===== config.mk =====
export PLATFORM = sky130hd
export DESIGN_NAME = bubble_top
export DESIGN_NICKNAME = d
export VERILOG_FILES = /design/src/common/bubble_pkg.sv /design/src/verilog/blinker.sv /design/src/startup/startup_ctrl.sv /design/src/startup/boot_delay.sv /design/src/verilog/status_leds.sv /design/src/verilog/bubble_top.sv
export SDC_FILE = /design/constraint.sdc
export NUM_CORES = 1
export LEC_CHECK = 0
export BUFFER_PORTS_ARGS = -buffer_cell sky130_fd_sc_hd__buf_2
export CORE_MARGIN = 4
export CORE_UTILIZATION = 25
export CTS_CLUSTER_SIZE = 16
export DETAILED_ROUTE_END_ITERATION = 8
export GPL_ROUTABILITY_DRIVEN = 0
export SLEW_MARGIN = 30
export SYNTH_ARGS = -nofsm -noshare
export SYNTH_HDL_FRONTEND = slang
export SYNTH_SLANG_ARGS = --single-unit

===== constraint.sdc =====
create_clock -name MCLK -period 2.3 [get_ports MCLK]
set_input_delay 0.115 -clock MCLK [delete_from_list [all_inputs] [get_ports MCLK]]
set_output_delay 0.115 -clock MCLK [all_outputs]
set_load 0.02 [all_outputs]

===== src/common/bubble_pkg.sv =====
package bubble_pkg;

    //////////////////////////////
    // timing

    // blink half-period is BLINK_DIV+1 clocks
    localparam logic [12:0] BLINK_DIV      = 13'd4096;
    localparam int          SETTLE_TOGGLES = 4;     // blink toggles before evaluation
    localparam int          DELAY_UNIT     = 1024;  // clocks per delay_sel step

    // wide enough for 3 x DELAY_UNIT
    localparam int          DELAY_CNT_W    = $clog2(4 * DELAY_UNIT);

    //////////////////////////////
    // latched configuration

    // switch inputs are active low, stored inverted
    typedef struct packed {
        logic       bitwidth4;      // 4 bit bubble mode
        logic       bout_timing;
        logic       rom_select;     // flash or fram
        logic       fan_en;
        logic [1:0] delay_sel;      // start-up delay steps
        logic [3:0] image_number;
    } dip_settings_t;

    // core enables, active high
    typedef struct packed {
        logic emu_en;
        logic delay_en;
        logic fifo_en;
        logic mpsse_en;
    } core_enables_t;

    // led requests from the supervisor
    typedef struct packed {
        logic pwrok_on;
        logic pwrok_blink;
        logic standby_blink;
        logic delaying_on;
    } led_ctrl_t;

    //////////////////////////////
    // supervisor states

    typedef enum logic [2:0] {
        ST_LATCH,       // capture switches
        ST_WAIT,        // settling interval
        ST_EVAL,        // pick mode from power inputs
        ST_EMULATE,
        ST_STANDBY,     // usb serial engine only
        ST_ERR_BOARD,   // board reports power off
        ST_ERR_AMBIG    // usb powered but board on
    } boot_state_t;

endpackage


===== src/verilog/blinker.sv =====
module blinker
    import bubble_pkg::*;
(
    input  logic       MCLK,
    input  logic       MRST,
    input  logic       blink_run,
    output logic       blink_level,
    output logic [1:0] toggle_count
);

    logic [$bits(BLINK_DIV)-1:0] div_cnt;   // clocks within one half-period

    always_ff @(posedge MCLK)
    begin
        if (MRST)
        begin
            div_cnt      <= '0;
            blink_level  <= 1'b1;
            toggle_count <= '0;
        end
        else if (!blink_run)
        begin
            // stopped: idle level, counters cleared
            div_cnt      <= '0;
            blink_level  <= 1'b1;
            toggle_count <= '0;
        end
        else if (div_cnt == BLINK_DIV)
        begin
            div_cnt      <= '0;
            blink_level  <= ~blink_level;
            toggle_count <= toggle_count + 2'd1;    // wraps after 4
        end
        else
        begin
            div_cnt <= div_cnt + 1'b1;
        end
    end

endmodule


===== src/startup/startup_ctrl.sv =====
module startup_ctrl
    import bubble_pkg::*;
(
    input  logic          MCLK,
    input  logic          MRST,
    input  logic [3:0]    settings_sw,
    input  logic [1:0]    delay_sw,
    input  logic [3:0]    img_sel_sw,
    input  logic          pwr_usb,
    input  logic          board_off,
    input  logic [1:0]    toggle_count,
    output logic          blink_run,
    output core_enables_t core_en,
    output dip_settings_t settings,
    output led_ctrl_t     led_ctrl
);

    boot_state_t state;
    logic        last_toggle;   // previous cycle held the final count before wrap
    logic [1:0]  pwr_stat;

    assign pwr_stat = {pwr_usb, board_off};

    // blinker runs while waiting and in the blinking modes
    assign blink_run = (state == ST_WAIT) || (state == ST_STANDBY) ||
                       (state == ST_ERR_BOARD) || (state == ST_ERR_AMBIG);

    //////////////////////////////
    // state flow

    always_ff @(posedge MCLK)
    begin
        if (MRST)
        begin
            last_toggle <= 1'b0;
        end
        else
        begin
            last_toggle <= (state == ST_WAIT) &&
                           (toggle_count == 2'(SETTLE_TOGGLES - 1));
        end
    end

    always_ff @(posedge MCLK)
    begin
        if (MRST)
        begin
            state <= ST_LATCH;
        end
        else
        begin
            case (state)
                ST_LATCH:
                    state <= ST_WAIT;
                ST_WAIT:
                    if (last_toggle && toggle_count == 2'd0)
                    begin
                        state <= ST_EVAL;   // counter wrapped on the last toggle
                    end
                ST_EVAL:
                    case (pwr_stat)
                        2'b00:   state <= ST_EMULATE;
                        2'b01:   state <= ST_ERR_BOARD;
                        2'b10:   state <= ST_ERR_AMBIG;
                        default: state <= ST_STANDBY;
                    endcase
                ST_EMULATE:
                    state <= ST_EMULATE;    // held until reset
                ST_STANDBY:
                    if (pwr_stat != 2'b11)
                    begin
                        state <= ST_LATCH;
                    end
                ST_ERR_BOARD:
                    if (pwr_stat != 2'b01)
                    begin
                        state <= ST_LATCH;
                    end
                ST_ERR_AMBIG:
                    if (pwr_stat != 2'b10)
                    begin
                        state <= ST_LATCH;
                    end
                default:
                    state <= ST_LATCH;
            endcase
        end
    end

    //////////////////////////////
    // switch latch and outputs

    always_ff @(posedge MCLK)
    begin
        if (state == ST_LATCH)
        begin
            settings <= {~settings_sw, ~delay_sw, ~img_sel_sw};
        end
    end

    always_ff @(posedge MCLK)
    begin
        if (MRST)
        begin
            core_en  <= '0;
            led_ctrl <= '0;
        end
        else
        begin
            core_en  <= '0;
            led_ctrl <= '0;
            case (state)
                ST_EMULATE:
                begin
                    core_en.emu_en       <= 1'b1;
                    core_en.delay_en     <= 1'b1;
                    core_en.fifo_en      <= 1'b1;
                    led_ctrl.pwrok_on    <= 1'b1;
                    led_ctrl.delaying_on <= 1'b1;
                end
                ST_STANDBY:
                begin
                    core_en.mpsse_en       <= 1'b1;
                    led_ctrl.standby_blink <= 1'b1;
                end
                ST_WAIT, ST_ERR_BOARD, ST_ERR_AMBIG:
                    led_ctrl.pwrok_blink <= 1'b1;
                default:
                    led_ctrl <= '0;     // latch and eval, all dark
            endcase
        end
    end

    // emulator and usb engine share the fifo bus
    a_emu_mpsse_excl: assert property (@(posedge MCLK) disable iff (MRST)
        !(core_en.emu_en && core_en.mpsse_en));

endmodule


===== src/startup/boot_delay.sv =====
module boot_delay
    import bubble_pkg::*;
(
    input  logic          MCLK,
    input  logic          MRST,
    input  core_enables_t core_en,
    input  dip_settings_t settings,
    input  logic          push_sw,
    output logic          delaying,
    output logic          drive_ready
);

    logic                   delay_en_q;
    logic                   delay_rise;
    logic [DELAY_CNT_W-1:0] load_val;
    logic [DELAY_CNT_W-1:0] count;
    logic [DELAY_CNT_W-1:0] count_next;

    assign delay_rise = core_en.delay_en && !delay_en_q;
    assign load_val   = DELAY_CNT_W'(settings.delay_sel) * DELAY_CNT_W'(DELAY_UNIT);
    assign delaying   = (count != '0);

    always_comb
    begin
        if (!core_en.delay_en)
        begin
            count_next = '0;
        end
        else if (delay_rise)
        begin
            count_next = load_val;
        end
        else if (push_sw || count == '0)
        begin
            count_next = '0;    // button skips the rest
        end
        else
        begin
            count_next = count - 1'b1;
        end
    end

    always_ff @(posedge MCLK)
    begin
        if (MRST)
        begin
            delay_en_q  <= 1'b0;
            count       <= '0;
            drive_ready <= 1'b0;
        end
        else
        begin
            delay_en_q  <= core_en.delay_en;
            count       <= count_next;
            drive_ready <= core_en.delay_en && (count_next == '0);
        end
    end

    // counter only runs under the supervisor's enable
    a_delay_needs_en: assert property (@(posedge MCLK) disable iff (MRST)
        delaying |-> core_en.delay_en);

endmodule


===== src/verilog/status_leds.sv =====
module status_leds
    import bubble_pkg::*;
(
    input  led_ctrl_t led_ctrl,
    input  logic      blink_level,
    input  logic      delaying,
    output logic      led_pwrok_n,
    output logic      led_standby_n,
    output logic      led_delaying_n
);

    logic blink_on;     // lit phase of the blinker

    assign blink_on = ~blink_level;

    // all pins active low
    assign led_pwrok_n    = ~(led_ctrl.pwrok_on ||
                              (led_ctrl.pwrok_blink && blink_on));

    // standby also shows the start-up delay
    assign led_standby_n  = ~((led_ctrl.standby_blink && blink_on) || delaying);

    assign led_delaying_n = ~(led_ctrl.delaying_on && delaying);

endmodule


===== src/verilog/bubble_top.sv =====
module bubble_top
    import bubble_pkg::*;
(
    input  logic          MCLK,
    input  logic          MRST,
    input  logic [3:0]    settings_sw,
    input  logic [1:0]    delay_sw,
    input  logic [3:0]    img_sel_sw,
    input  logic          push_sw,
    input  logic          pwr_usb,
    input  logic          board_off,
    output core_enables_t core_en,
    output dip_settings_t settings,
    output logic          drive_ready,
    output logic          n4ben,
    output logic          led_pwrok_n,
    output logic          led_standby_n,
    output logic          led_delaying_n
);

    logic       blink_run;
    logic       blink_level;
    logic [1:0] toggle_count;
    led_ctrl_t  led_ctrl;
    logic       delaying;

    assign n4ben = settings_sw[3];  // straight from the switch

    //////////////////////////////
    // supervisor

    startup_ctrl startup_ctrl_inst (
        .MCLK         (MCLK),
        .MRST         (MRST),
        .settings_sw  (settings_sw),
        .delay_sw     (delay_sw),
        .img_sel_sw   (img_sel_sw),
        .pwr_usb      (pwr_usb),
        .board_off    (board_off),
        .toggle_count (toggle_count),
        .blink_run    (blink_run),
        .core_en      (core_en),
        .settings     (settings),
        .led_ctrl     (led_ctrl)
    );

    blinker blinker_inst (
        .MCLK         (MCLK),
        .MRST         (MRST),
        .blink_run    (blink_run),
        .blink_level  (blink_level),
        .toggle_count (toggle_count)
    );

    //////////////////////////////
    // delay and leds

    boot_delay boot_delay_inst (
        .MCLK        (MCLK),
        .MRST        (MRST),
        .core_en     (core_en),
        .settings    (settings),
        .push_sw     (push_sw),
        .delaying    (delaying),
        .drive_ready (drive_ready)
    );

    status_leds status_leds_inst (
        .led_ctrl       (led_ctrl),
        .blink_level    (blink_level),
        .delaying       (delaying),
        .led_pwrok_n    (led_pwrok_n),
        .led_standby_n  (led_standby_n),
        .led_delaying_n (led_delaying_n)
    );

endmodule


-- Word level (Yosys, flattened, before mapping)
Index checks and enable logic that the tools add are counted.
- register bits after elaboration: 50
- bits of input ports: 15
- output and inout port bits: 19
- logic and storage cells: 85
- $add $sub $neg: 3
- equal/unequal tests: 17
- muxes and demuxes: 13
- bitwise gates (word level): 8
- reduce and logical (&&, ||, !) cells: 24
- operators by type and width (operator ; number):
    2-to-1 mux 12 bit ; 3
    zero test 12 bit ; 2
    case mux 3 bit (7 select lines) ; 1
    2-to-1 mux 3 bit ; 5
    adder 13 x 1 -> 13 bit, second input constant ; 1
    == test 13 bit, second input constant ; 1
    != test 2 bit, second input constant ; 6
    nonzero test 12 bit ; 1
    subtractor 12 x 1 -> 12 bit, second input constant ; 1
    == test 3 bit, second input constant ; 3
    case mux 3 bit (3 select lines) ; 1
    inverter 4 bit ; 2
    logical AND 1 bit ; 7
    == test 3 x 2 -> 1 bit, second input constant ; 2
    logical OR 1 bit ; 6
    OR reduction 3 bit ; 2
    inverter 1 bit ; 5
    == test 2 bit, second input constant ; 2
    zero test 2 bit ; 2
    AND reduction 4 bit ; 1
    == test 3 x 1 -> 1 bit, second input constant ; 1
    zero test 3 bit ; 1
    2-to-1 mux 1 bit ; 3
    adder 2 x 1 -> 2 bit, second input constant ; 1
    other kinds (5) ; 5

-- Depth between registers and ports, before layout
Gate-level depths: netlist of the first run.
- depth after elaboration: 7
- gate-level depth with buffers: 8
- gate-level depth less buffers: 7

-- Hierarchy
Synthesis of the first run repeated with hierarchy kept, for this count alone.
- cells, all modules: 233
- area total of the unflattened synthesis: 2280.9 um2
- modules (own cells, without submodules) (module ; instances ; cells each ; area an instance (um2)):
    blinker ; 1 ; 78 ; 762.0
    boot_delay ; 1 ; 85 ; 760.7
    startup_ctrl ; 1 ; 65 ; 733.2
    status_leds ; 1 ; 4 ; 17.5
    bubble_top ; 1 ; 1 ; 7.5

-- Worst setup path before layout of the first run
Ideal clock, no wire load.
- kind: register -> register
- start: register startup_ctrl_inst.state[2]
- end: register startup_ctrl_inst.settings[0] (netlist name)
- arrival time: 1.234 ns
- path slack: 0.676 ns
- stages on the path, launching flop included: 3
- path buffers: 1
- period minus slack after synthesis: 1.624 ns
- path through: dfxtp_1 -> clkbuf_1 -> nor3_1
- word-level cells in the longest chain between the ends: 1
- ends and longest elaborated chain (what ; RTL line ; source):
    from (decl) ; startup_ctrl.sv:18 ; boot_state_t state;
    from (signal assigned) ; startup_ctrl.sv:48 ; state <= ST_LATCH;
    from (signal assigned) ; startup_ctrl.sv:54 ; state <= ST_WAIT;
    from (signal assigned) ; startup_ctrl.sv:58 ; state <= ST_EVAL;
    zero test 3 bit ; startup_ctrl.sv:95 ; if (state == ST_LATCH)
No other way between the ends.
A chain may end at the register's enable or synchronous reset.

-- Worst setup path in the final report of the first run
- start: register boot_delay_inst.count[6]
- end: output port led_standby_n
- word-level cells in the longest chain between the ends: 3
- ends and longest elaborated chain (what ; RTL line ; source):
    from (decl) ; boot_delay.sv:16 ; logic [DELAY_CNT_W-1:0] count;
    from (signal assigned) ; boot_delay.sv:54 ; count <= count_next;
    nonzero test 12 bit ; boot_delay.sv:21 ; assign delaying = (count != '0);
    logical OR 1 bit ; status_leds.sv:21 ; assign led_standby_n = ~((led_ctrl.standby_blink && blink_on) || delaying);
    inverter 1 bit ; status_leds.sv:21 ;
    to (decl) ; bubble_top.sv:17 ; output logic led_standby_n,
No other way between the ends.

==> impl_metrics.py, run 1 <==
metrics = {
    "synth": {
        "syn-instance-count": 228,
        "yosysTopAreaCell": "dfxtp_1",
        "ys.flop_type": "dfxtp_1",
        "ys_ff_latch": 47,
        "syn_avg_cell_area_um2": 9.450,
        "yosysWarnings": 0,
        "syn_area_um2": 2155,
        "synth_fp_nets": 249,
        "synth.distinct_cells": 44,
        "yosysSeqAreaShare_pct": 48.32,
        "synth_edf_count": 10,
        "synth.area.top_cells": "dfxtp_1 (34%), edfxtp_1 (14%), xor2_1 (5.3%)",
        "yosys.area.top_type_share_pct": 34.38,
        "ys_async_sr_fraction_pct": 0,
    },
    "route": {
        "drtAntennaViolNets": 0,
        "drt_first_iter_violations": 80,
        "wl_mm": 4.064,
        "num_vias": 1595,
        "dr.pass1.iters": 4,
        "vias_per_cell": 4.382,
        "route.detailed.drc": 0,
        "post_drt_wl_per_cell_um": 11.16,
    },
    "run": {
        "maxCapViolCount": 0,
    },
    "critical_path": {
        "cp.arrival_ns": 1.85,
        "critPathMaxFanout": 4,
        "cp_slowest_cell": "or4_4",
        "path_cells": "or4_4, nor2_1, nand3_1, a21oi_1, buf_2",
        "critPathRequiredTime_ns": 2.18,
        "max_stage_delay_ns": 0.57,
        "rr_worst_depth": 7,
        "path_class": "register to output port",
        "crit_path_start_kind": "register",
        "end_kind": "output port",
    },
    "final_layout": {
        "syn2layout_area_growth_pct": 15.56,
        "seqCellArea_um2": 1041,
        "multi_input_area_um2": 967.2,
        "nFillCells": 846,
        "drive_above_1_share_pct": 19.69,
        "fin_nets": 279,
        "finish.utilization_pct": 30.00,
        "n_antenna_cell": 0,
    },
    "clock_tree": {
        "clk_latency_ns": 0.30,
        "h-tree-depth": 2,
        "cts_setup_buffers": 0,
        "path_clk_slew_ns": 0.08,
        "cts_made_buffers": 5,
        "cts_tree": "yes",
        "post_cts_resized": 0,
        "cts.sinks": 47,
        "postCtsHoldBufs": 0,
        "root_buffer": "clkbuf_8",
        "clock_path_buffers": 2,
    },
    "sta": {
        "fin_crit_ns": 1.962,
        "fin_crit_sh_pct": 85.32,
        "tightest_slew_ns": 0.5115,
        "setup_violations": 0,
        "max-slew-margin-rel_pct": 65.71,
        "fmax_mhz": 509.6,
        "grt_setup_unrepaired": "false",
        "finalSetupTns_ns": 0,
        "clock-skew-final_ns": 0.007491,
        "finalMaxSlewViolations": 0,
        "finalHoldViolations": 0,
        "holdWs_ns": 0.04381,
    },
    "grt": {
        "grt_pass1_vias": 1597,
        "grt_use_total_pct": 8.731,
        "gr-total-overflow": 0,
        "antenna_found_initial": 0,
        "grt_pass1_wl_mm": 7.196,
        "grt_max_degree": 15,
    },
    "die": {
        "ios": 34,
        "die_area_um2": 10170,
        "core_area_um2": 8299,
        "start_util_pct": 25.96,
        "placementRows": 33,
        "dieWidth_um": 100.8,
        "die_y_um": 100.8,
    },
    "power_and_ir_drop": {
        "p_clk_share_pct": 25.5,
        "power_frac_seq_pct": 52.1,
        "ir_worst_vdd_mv": 0.4169,
        "power_mw": 2.029,
        "powerDensity_nw_per_um2": 815.0,
        "combPwrFrac_pct": 22.5,
        "p_int_mw": 1.383,
        "p_sw_share_pct": 31.87,
        "power_switching_mw": 0.6466,
        "leakage_nw": 1.053,
    },
    "placed_design": {
        "hpwl_mm": 3.017,
        "port_buffers": 33,
    },
    "status": {
        "outcome": "finished, final reports clean",
    },
    "hold_path": {
        "whs_path_depth": 2,
        "hold_path_class": "input port to register",
    },
}
-- stage by stage --
| stage | setup slack [ns] | area [um2] | cells |
|---|---|---|---|
| CTS | 0.3012 | 2490 | 364 |
| detailed placement | 0.4776 | 2395 | 356 |
| global placement | 0.5809 | 2395 | 356 |
| floorplan | 0.6761 | 2155 | 228 |
| global route | 0.2583 | 2490 | 364 |
| finish | 0.3377 | 2490 | 364 |
-- Yosys cell counts, drive strengths merged, types with 4 or more instances --
master,count
nand3,11
edfxtp,10
nor2,30
nor3,10
dfxtp,37
a21oi,9
nand2,12
o21ai,4
buf,8
ha,6
nor4,5
xor2,13
mux2i,4
inv,22
xnor2,8
-- cells by family (layout without fill, tap and decap cells) --
group | count (synthesis) | after routing | share of synthesized area, %
AO/OA/AOI/OAI | 24 | 24 | 7.434
buffers and inverters | 33 | 64 | 6.794
multiplexers | 4 | 4 | 1.858
AND/OR/NAND/NOR | 93 | 93 | 23.58
adder cells (fa/ha/maj) | 6 | 6 | 3.484
XOR/XNOR | 21 | 21 | 8.537
flip-flops | 47 | 47 | 48.32
-- routing by layer --
metal	GRT usage, %	share of wire [%]	vias to the layer above
met2	13.97	47	14
met1	11.24	48	745
met3	1.938	3.4	8
li1	-	-	828
met5	0	0	-
met4	3.834	1.5	0
-- registers in the layout, summed over array words and instances (netlist names) --
name	count
blinker_inst.blink_level	1
blinker_inst.div_cnt	13
blinker_inst.toggle_count	2
boot_delay_inst.count	12
boot_delay_inst.delay_en_q	1
boot_delay_inst.drive_ready	1
startup_ctrl_inst.core_en	1
startup_ctrl_inst.last_toggle	1
startup_ctrl_inst.led_ctrl	2
startup_ctrl_inst.settings	10
startup_ctrl_inst.state	3
-- path summary, 6_finish.rpt --
kind / from / endpoint / slack [ns]
worst max register to register: boot_delay_inst.count[0]$_SDFF_PP0_ / boot_delay_inst.drive_ready$_SDFF_PP0_ / 0.43
worst min-delay path: settings_sw[1] / startup_ctrl_inst.settings[7]$_DFFE_PN_ / 0.04
worst min register to register: boot_delay_inst.count[0]$_SDFF_PP0_ / boot_delay_inst.count[0]$_SDFF_PP0_ / 0.48
worst max-delay path: boot_delay_inst.count[6]$_SDFF_PP0_ / led_standby_n / 0.34
-- cells in the final DEF, fill, tap and decap left out, types with 2 or more instances in the layout --
cell	netlist	final
a211oi_1	3	3
a21oi_1	9	9
and2_1	2	2
and3_1	3	3
and4_1	2	2
buf_2	3	33
clkbuf_8	0	6
dfxtp_1	37	37
edfxtp_1	10	10
ha_1	6	6
inv_1	22	22
mux2i_1	4	4
nand2_1	12	12
nand2b_1	2	2
nand3_1	11	11
nand4_1	2	2
nor2_1	30	30
nor2b_1	2	2
nor3_1	8	8
nor3_2	2	2
nor3b_1	2	2
nor4_1	3	3
nor4b_1	2	2
o21ai_0	4	4
or3_1	2	2
xnor2_1	8	8
xor2_1	13	13
-- final cells by class --
| class | instances | area share, % |
|---|---|---|
| Sequential cell | 47 | 41.81 |
| Clock buffer | 7 | 3.467 |
| Inverter | 22 | 3.317 |
| Timing Repair Buffer | 34 | 6.935 |
| Multi-Input combinational cell | 148 | 38.84 |
| Tap cell | 105 | 5.276 |
| Clock inverter | 1 | 0.3518 |
-- power by group through the flow --
stage          sequential, mW  clock, mW  combinational, mW
2_1_floorplan            1.13          0              0.263
3_3_place_gp             1.07          0              0.456
3_5_place_dp             1.08          0              0.461
4_1_cts                  1.06      0.539              0.465
5_1_grt                  1.07      0.558              0.508
6_report                 1.06      0.517              0.456
-- worst max-delay path, delay by kind of cell (launching register included) --
kind	cells	cell delay [ns]
AOI/OAI and AO/OA	1	0.21
buffers and inverters	1	0.20
DFF	1	0.34
and+or+nand+nor	3	0.79
No activity file was read; power rests on OpenSTA's default activity.
==> run 2: changes to the inputs <==
ABC_AREA = 1   (was unset)
==> impl_metrics.py, run 2 <==
metrics = {
    "status": {
        "outcome": "finished, final reports clean",
    },
    "final_layout": {
        "nFillCells": 949,
        "reg.largest.list": "blinker_inst.div_cnt x13, boot_delay_inst.count x12, startup_ctrl_inst.settings x10",
        "largest_reg_flops": 13,
        "syn2layout_area_growth_pct": 16.33,
        "final_area_um2": 2701,
        "fin_cells": 450,
        "final_cell_mix": "nand2_1 (57), inv_1 (53), nor2_1 (40)",
        "drive_above_1_share_pct": 18.71,
        "fin_nets": 362,
        "mostFrequentLayoutCell": "nand2_1",
        "regMostFlops": "blinker_inst.div_cnt",
        "n_antenna_cell": 0,
        "finish.utilization_pct": 30.38,
    },
    "placed_design": {
        "place_ws_ns": 0.7176,
        "place_inst": 442,
        "dpl_cell_area_um2": 2585,
        "hpwl_mm": 3.728,
        "port_buffers": 33,
    },
    "critical_path": {
        "path_class": "register to output port",
        "end_kind": "output port",
        "critPathRequiredTime_ns": 2.18,
        "cp.arrival_ns": 1.67,
        "critPathMaxFanout": 4,
        "crit_path_start_kind": "register",
    },
    "die": {
        "dieWidth_um": 104.4,
        "placementRows": 34,
        "start_util_pct": 26.12,
        "die_y_um": 104.4,
        "die_area_um2": 10900,
        "core_area_um2": 8891,
        "ios": 34,
    },
    "route": {
        "vias_per_cell": 4.313,
        "num_vias": 1941,
        "drtAntennaViolNets": 0,
        "dr.pass1.iters": 4,
        "drt_first_iter_violations": 43,
        "wl_mm": 4.725,
        "post_drt_wl_per_cell_um": 10.50,
        "route.detailed.drc": 0,
    },
    "power_and_ir_drop": {
        "leakage_nw": 1.258,
        "ir_worst_vdd_mv": 0.3934,
        "powerDensity_nw_per_um2": 854.1,
        "power_mw": 2.307,
    },
    "grt": {
        "gr-total-overflow": 0,
        "antenna_found_initial": 0,
        "grt_pass1_wl_mm": 8.224,
        "grt_use_total_pct": 8.995,
        "grt_pass1_vias": 1925,
        "grt_max_degree": 20,
    },
    "synth": {
        "ys_ff_latch": 47,
        "yosysSeqAreaShare_pct": 44.83,
        "yosysTopAreaCell": "dfxtp_1",
        "synth_edf_count": 10,
        "synth_fp_nets": 328,
        "ys_async_sr_fraction_pct": 0,
        "syn-instance-count": 307,
        "syn_avg_cell_area_um2": 7.564,
        "synth.distinct_cells": 33,
        "synth_most_common_cell": "nand2_1",
        "yosysWarnings": 0,
        "syn_area_um2": 2322,
        "synth_commonest_cells": "nand2_1 (57), inv_1 (53), nor2_1 (40), dfxtp_1 (37), nand3_1 (16)",
        "ys.flop_type": "dfxtp_1",
        "synth.area.top_cells": "dfxtp_1 (32%), edfxtp_1 (13%), nand2_1 (9.2%)",
        "yosys.area.top_type_share_pct": 31.90,
    },
    "sta": {
        "tightest_slew_ns": 0.4552,
        "fin_crit_sh_pct": 77.71,
        "max-slew-margin-rel_pct": 68.87,
        "holdWs_ns": 0.03855,
        "layout_setup_ws_ns": 0.5126,
        "finalSetupTns_ns": 0,
        "finalHoldViolations": 0,
        "setup_violations": 0,
        "grt_setup_unrepaired": "false",
        "finalMaxSlewViolations": 0,
        "fmax_mhz": 559.5,
        "fin_crit_ns": 1.787,
        "clock-skew-final_ns": 0.01153,
    },
    "clock_tree": {
        "clk_latency_ns": 0.30,
        "post_cts_resized": 0,
        "cts.sinks": 47,
        "cts_tree": "yes",
        "postCtsHoldBufs": 0,
        "cts_setup_buffers": 0,
        "clock_path_buffers": 2,
        "cts_made_buffers": 5,
        "h-tree-depth": 2,
        "path_clk_slew_ns": 0.10,
        "root_buffer": "clkbuf_8",
    },
    "run": {
        "maxCapViolCount": 0,
    },
    "hold_path": {
        "hold_path_class": "input port to register",
    },
}
-- run 2: critical path, cell delays in order, from the launching register on --
cell and delay, ns:
dfxtp_1 0.36, nor2_2 0.19, nand2_1 0.10, a2111oi_0 0.47, buf_2 0.25
-- run 2: final cells by class --
type	instances	area [um2]	area share, %
flip-flops and latches	47	1041	38.54
clock inverters	3	47.55	1.760
clock buffers	5	68.82	2.547
multi-input cells	195	1018	37.70
repair buffers	34	172.7	6.392
well taps	108	135.1	5.002
inverters	58	217.7	8.059
-- run 2: report_power, final --
group	switching [mW]	internal (mW)	total, mW
combinational	0.410	0.187	0.598
clock	0.298	0.330	0.628
sequential	0.0781	1.00	1.08
total	0.787	1.52	2.31
-- run 2: cell families after synthesis --
family	after synthesis	share of synthesized area, %
AOI/OAI and AO/OA	30	7.166
xor gates and xnor gates	5	1.886
adders and majority gates	6	3.233
buffers and inverters	65	11.31
DFF	47	44.83
and+or+nand+nor	154	31.57
-- run 2: final timing paths --
path	from	cells past startpoint	to	slack, ns
worst max-delay path	boot_delay_inst.count[8]$_SDFF_PP0_	4	led_standby_n	0.51
worst min-delay path	img_sel_sw[2]	2	startup_ctrl_inst.settings[2]$_DFFE_PN_	0.04
worst max register to register	startup_ctrl_inst.led_ctrl[3]$_SDFF_PP0_	9	boot_delay_inst.drive_ready$_SDFF_PP0_	0.71
worst min register to register	boot_delay_inst.count[0]$_SDFF_PP0_	1	boot_delay_inst.count[0]$_SDFF_PP0_	0.47
-- run 2: layer usage --
| metal | track usage (%) | vias to the layer above | wire, um |
|---|---|---|---|
| met5 | 0 | - | 0 |
| met2 | 15.96 | 29 | 2331 |
| li1 | - | 1039 | - |
| met4 | 3.704 | 0 | 92 |
| met1 | 10.46 | 867 | 2149 |
| met3 | 1.862 | 6 | 152 |
==> run 3: changes to the inputs <==
clock period = 1.78 ns   (was 2.3 ns; I/O delays follow)
==> impl_metrics.py, run 3 (synthesis gave the netlist of run 2 again) <==
metrics = {
    "die": {
        "die_y_um": 104.4,
        "start_util_pct": 26.12,
        "ios": 34,
        "dieWidth_um": 104.4,
        "die_area_um2": 10900,
        "core_area_um2": 8891,
        "placementRows": 34,
    },
    "critical_path": {
        "critPathRequiredTime_ns": 1.69,
        "r2r_setup_slack_ns": 0.26,
        "cp-endpoint": "led_standby_n",
        "crit_path_start_kind": "register",
        "startpoint": "boot_delay_inst.count[8]$_SDFF_PP0_",
        "path_class": "register to output port",
        "rr_startpoint": "boot_delay_inst.count[0]$_SDFF_PP0_",
        "critPathMaxFanout": 4,
        "r2r_end": "boot_delay_inst.drive_ready$_SDFF_PP0_",
        "end_kind": "output port",
        "cp.arrival_ns": 1.59,
        "rr_worst_depth": 13,
    },
    "clock_tree": {
        "cts_tree": "yes",
        "cts_made_buffers": 5,
        "clk_latency_ns": 0.30,
        "clock_path_buffers": 2,
        "root_buffer": "clkbuf_8",
        "path_clk_slew_ns": 0.09,
        "cts.sinks": 47,
        "cts_setup_buffers": 0,
        "h-tree-depth": 2,
    },
    "grt": {
        "grt_max_degree": 19,
        "grt_use_total_pct": 8.787,
        "grt_pass1_wl_mm": 7.935,
        "gr-total-overflow": 0,
        "grt_pass1_vias": 1903,
        "antenna_found_initial": 0,
    },
    "route": {
        "post_drt_wl_per_cell_um": 10.16,
        "route.detailed.drc": 0,
        "vias_per_cell": 4.311,
        "drt_first_iter_violations": 70,
        "wl_mm": 4.612,
        "dr.pass1.iters": 4,
        "num_vias": 1957,
        "drtAntennaViolNets": 0,
    },
    "sta": {
        "clock-skew-final_ns": 0.01000,
        "finalMaxSlewViolations": 0,
        "tightest_slew_ns": 0.3815,
        "finalSetupTns_ns": 0,
        "finalHoldViolations": 0,
        "fin_crit_sh_pct": 94.45,
        "grt_setup_unrepaired": "false",
        "max-slew-margin-rel_pct": 74.33,
        "fin_crit_ns": 1.681,
        "fmax_mhz": 594.8,
        "setup_violations": 0,
    },
    "final_layout": {
        "syn2layout_area_growth_pct": 18.86,
        "reg.largest.list": "blinker_inst.div_cnt x13, boot_delay_inst.count x12, startup_ctrl_inst.settings x10",
        "drive_above_1_share_pct": 19.65,
        "n_antenna_cell": 0,
        "largest_reg_flops": 13,
        "mostFrequentLayoutCell": "nand2_1",
        "regMostFlops": "blinker_inst.div_cnt",
        "nFillCells": 922,
        "final_area_um2": 2760,
        "fin_nets": 366,
        "final_cell_mix": "nand2_1 (57), inv_1 (53), nor2_1 (40)",
    },
    "power_and_ir_drop": {
        "powerDensity_nw_per_um2": 1133,
        "ir_worst_vdd_mv": 0.6453,
        "leakage_nw": 1.283,
    },
    "run": {
        "maxCapViolCount": 0,
    },
    "status": {
        "outcome": "finished, final reports clean",
    },
    "placed_design": {
        "port_buffers": 33,
        "dpl_cell_area_um2": 2608,
        "hpwl_mm": 3.607,
    },
    "hold_path": {
        "hold_path_class": "input port to register",
    },
}
[run 3: cell count changes in the layout (fill, tap and decap cells not counted), sizes merged]
cell	delta
inv	-1
clkinvlp	+1
clkinv	-1
dlygate4sd3	+1
buf	+3
bufinv	+1
[run 3: worst max-delay path: stages (launching register included)]
cell and delay [ns]:
dfxtp_1 0.37, nor2_2 0.18, nand2_1 0.11, a2111oi_2 0.40
buf_2 0.23
[run 3: what timing repair did]
item,in CTS,in global routing
resized for setup,1,1
endpoints found under the setup margin,1,1
endpoints found under the hold margin,0,1
hold buffers,0,1
[run 3: worst min-delay path by stage]
stage / from / to / depth (start not counted)
after floorplan: img_sel_sw[0] / startup_ctrl_inst.settings[0]$_DFFE_PN_ / 1
after global placement: settings_sw[0] / startup_ctrl_inst.settings[6]$_DFFE_PN_ / 2
after detailed placement: img_sel_sw[2] / startup_ctrl_inst.settings[2]$_DFFE_PN_ / 2
after CTS: img_sel_sw[2] / startup_ctrl_inst.settings[2]$_DFFE_PN_ / 2
after global routing: settings_sw[0] / startup_ctrl_inst.settings[6]$_DFFE_PN_ / 2
final: settings_sw[0] / startup_ctrl_inst.settings[6]$_DFFE_PN_ / 2
[run 3: final cells by class]
class / instances / area [um2] / share of cell area, %
timing repair buffer: 38 / 205.2 / 7.434
clock buffer: 5 / 68.82 / 2.493
sequential: 47 / 1041 / 37.72
multi-input combinational: 195 / 1025 / 37.13
tap: 108 / 135.1 / 4.896
clock inverter: 3 / 67.56 / 2.448
inverter: 58 / 217.7 / 7.888
[run 3: power breakdown]
| part | internal, mW | leakage [nW] | switching, mW |
|---|---|---|---|
| sequential | 1.30 | 0.397 | 0.101 |
| clock | 0.560 | 0.0644 | 0.369 |
| combinational | 0.268 | 0.822 | 0.533 |
| total | 2.12 | 1.28 | 1.00 |
[run 3: metrics by stage]
step | worst slack, ns | hold slack (ns) | cells | power [mW] | util [%]
6_report | 0.09886 | 0.01462 | 454 | 3.127 | 31.04
5_1_grt | 0.02556 | 0.0007469 | 454 | 3.313 | 31.04
4_1_cts | 0.004450 | 0.003389 | 453 | 3.172 | 30.88
3_5_place_dp | 0.2665 | 0.3281 | 445 | 2.232 | 29.33
3_3_place_gp | 0.2838 | 0.3226 | 445 | 2.217 | 29.33
2_1_floorplan | 0.02066 | 0.2205 | 307 | 1.954 | -
[run 3: routing by layer]
metal | vias to the layer above | share of wire (%) | wire length (um) | track usage (%)
met1 | 869 | 46 | 2100 | 10.13
met5 | - | 0 | 0 | 0
met3 | 8 | 4.1 | 191 | 2.110
met2 | 29 | 48 | 2199 | 14.85
li1 | 1051 | - | - | -
met4 | 0 | 2.6 | 121 | 4.938
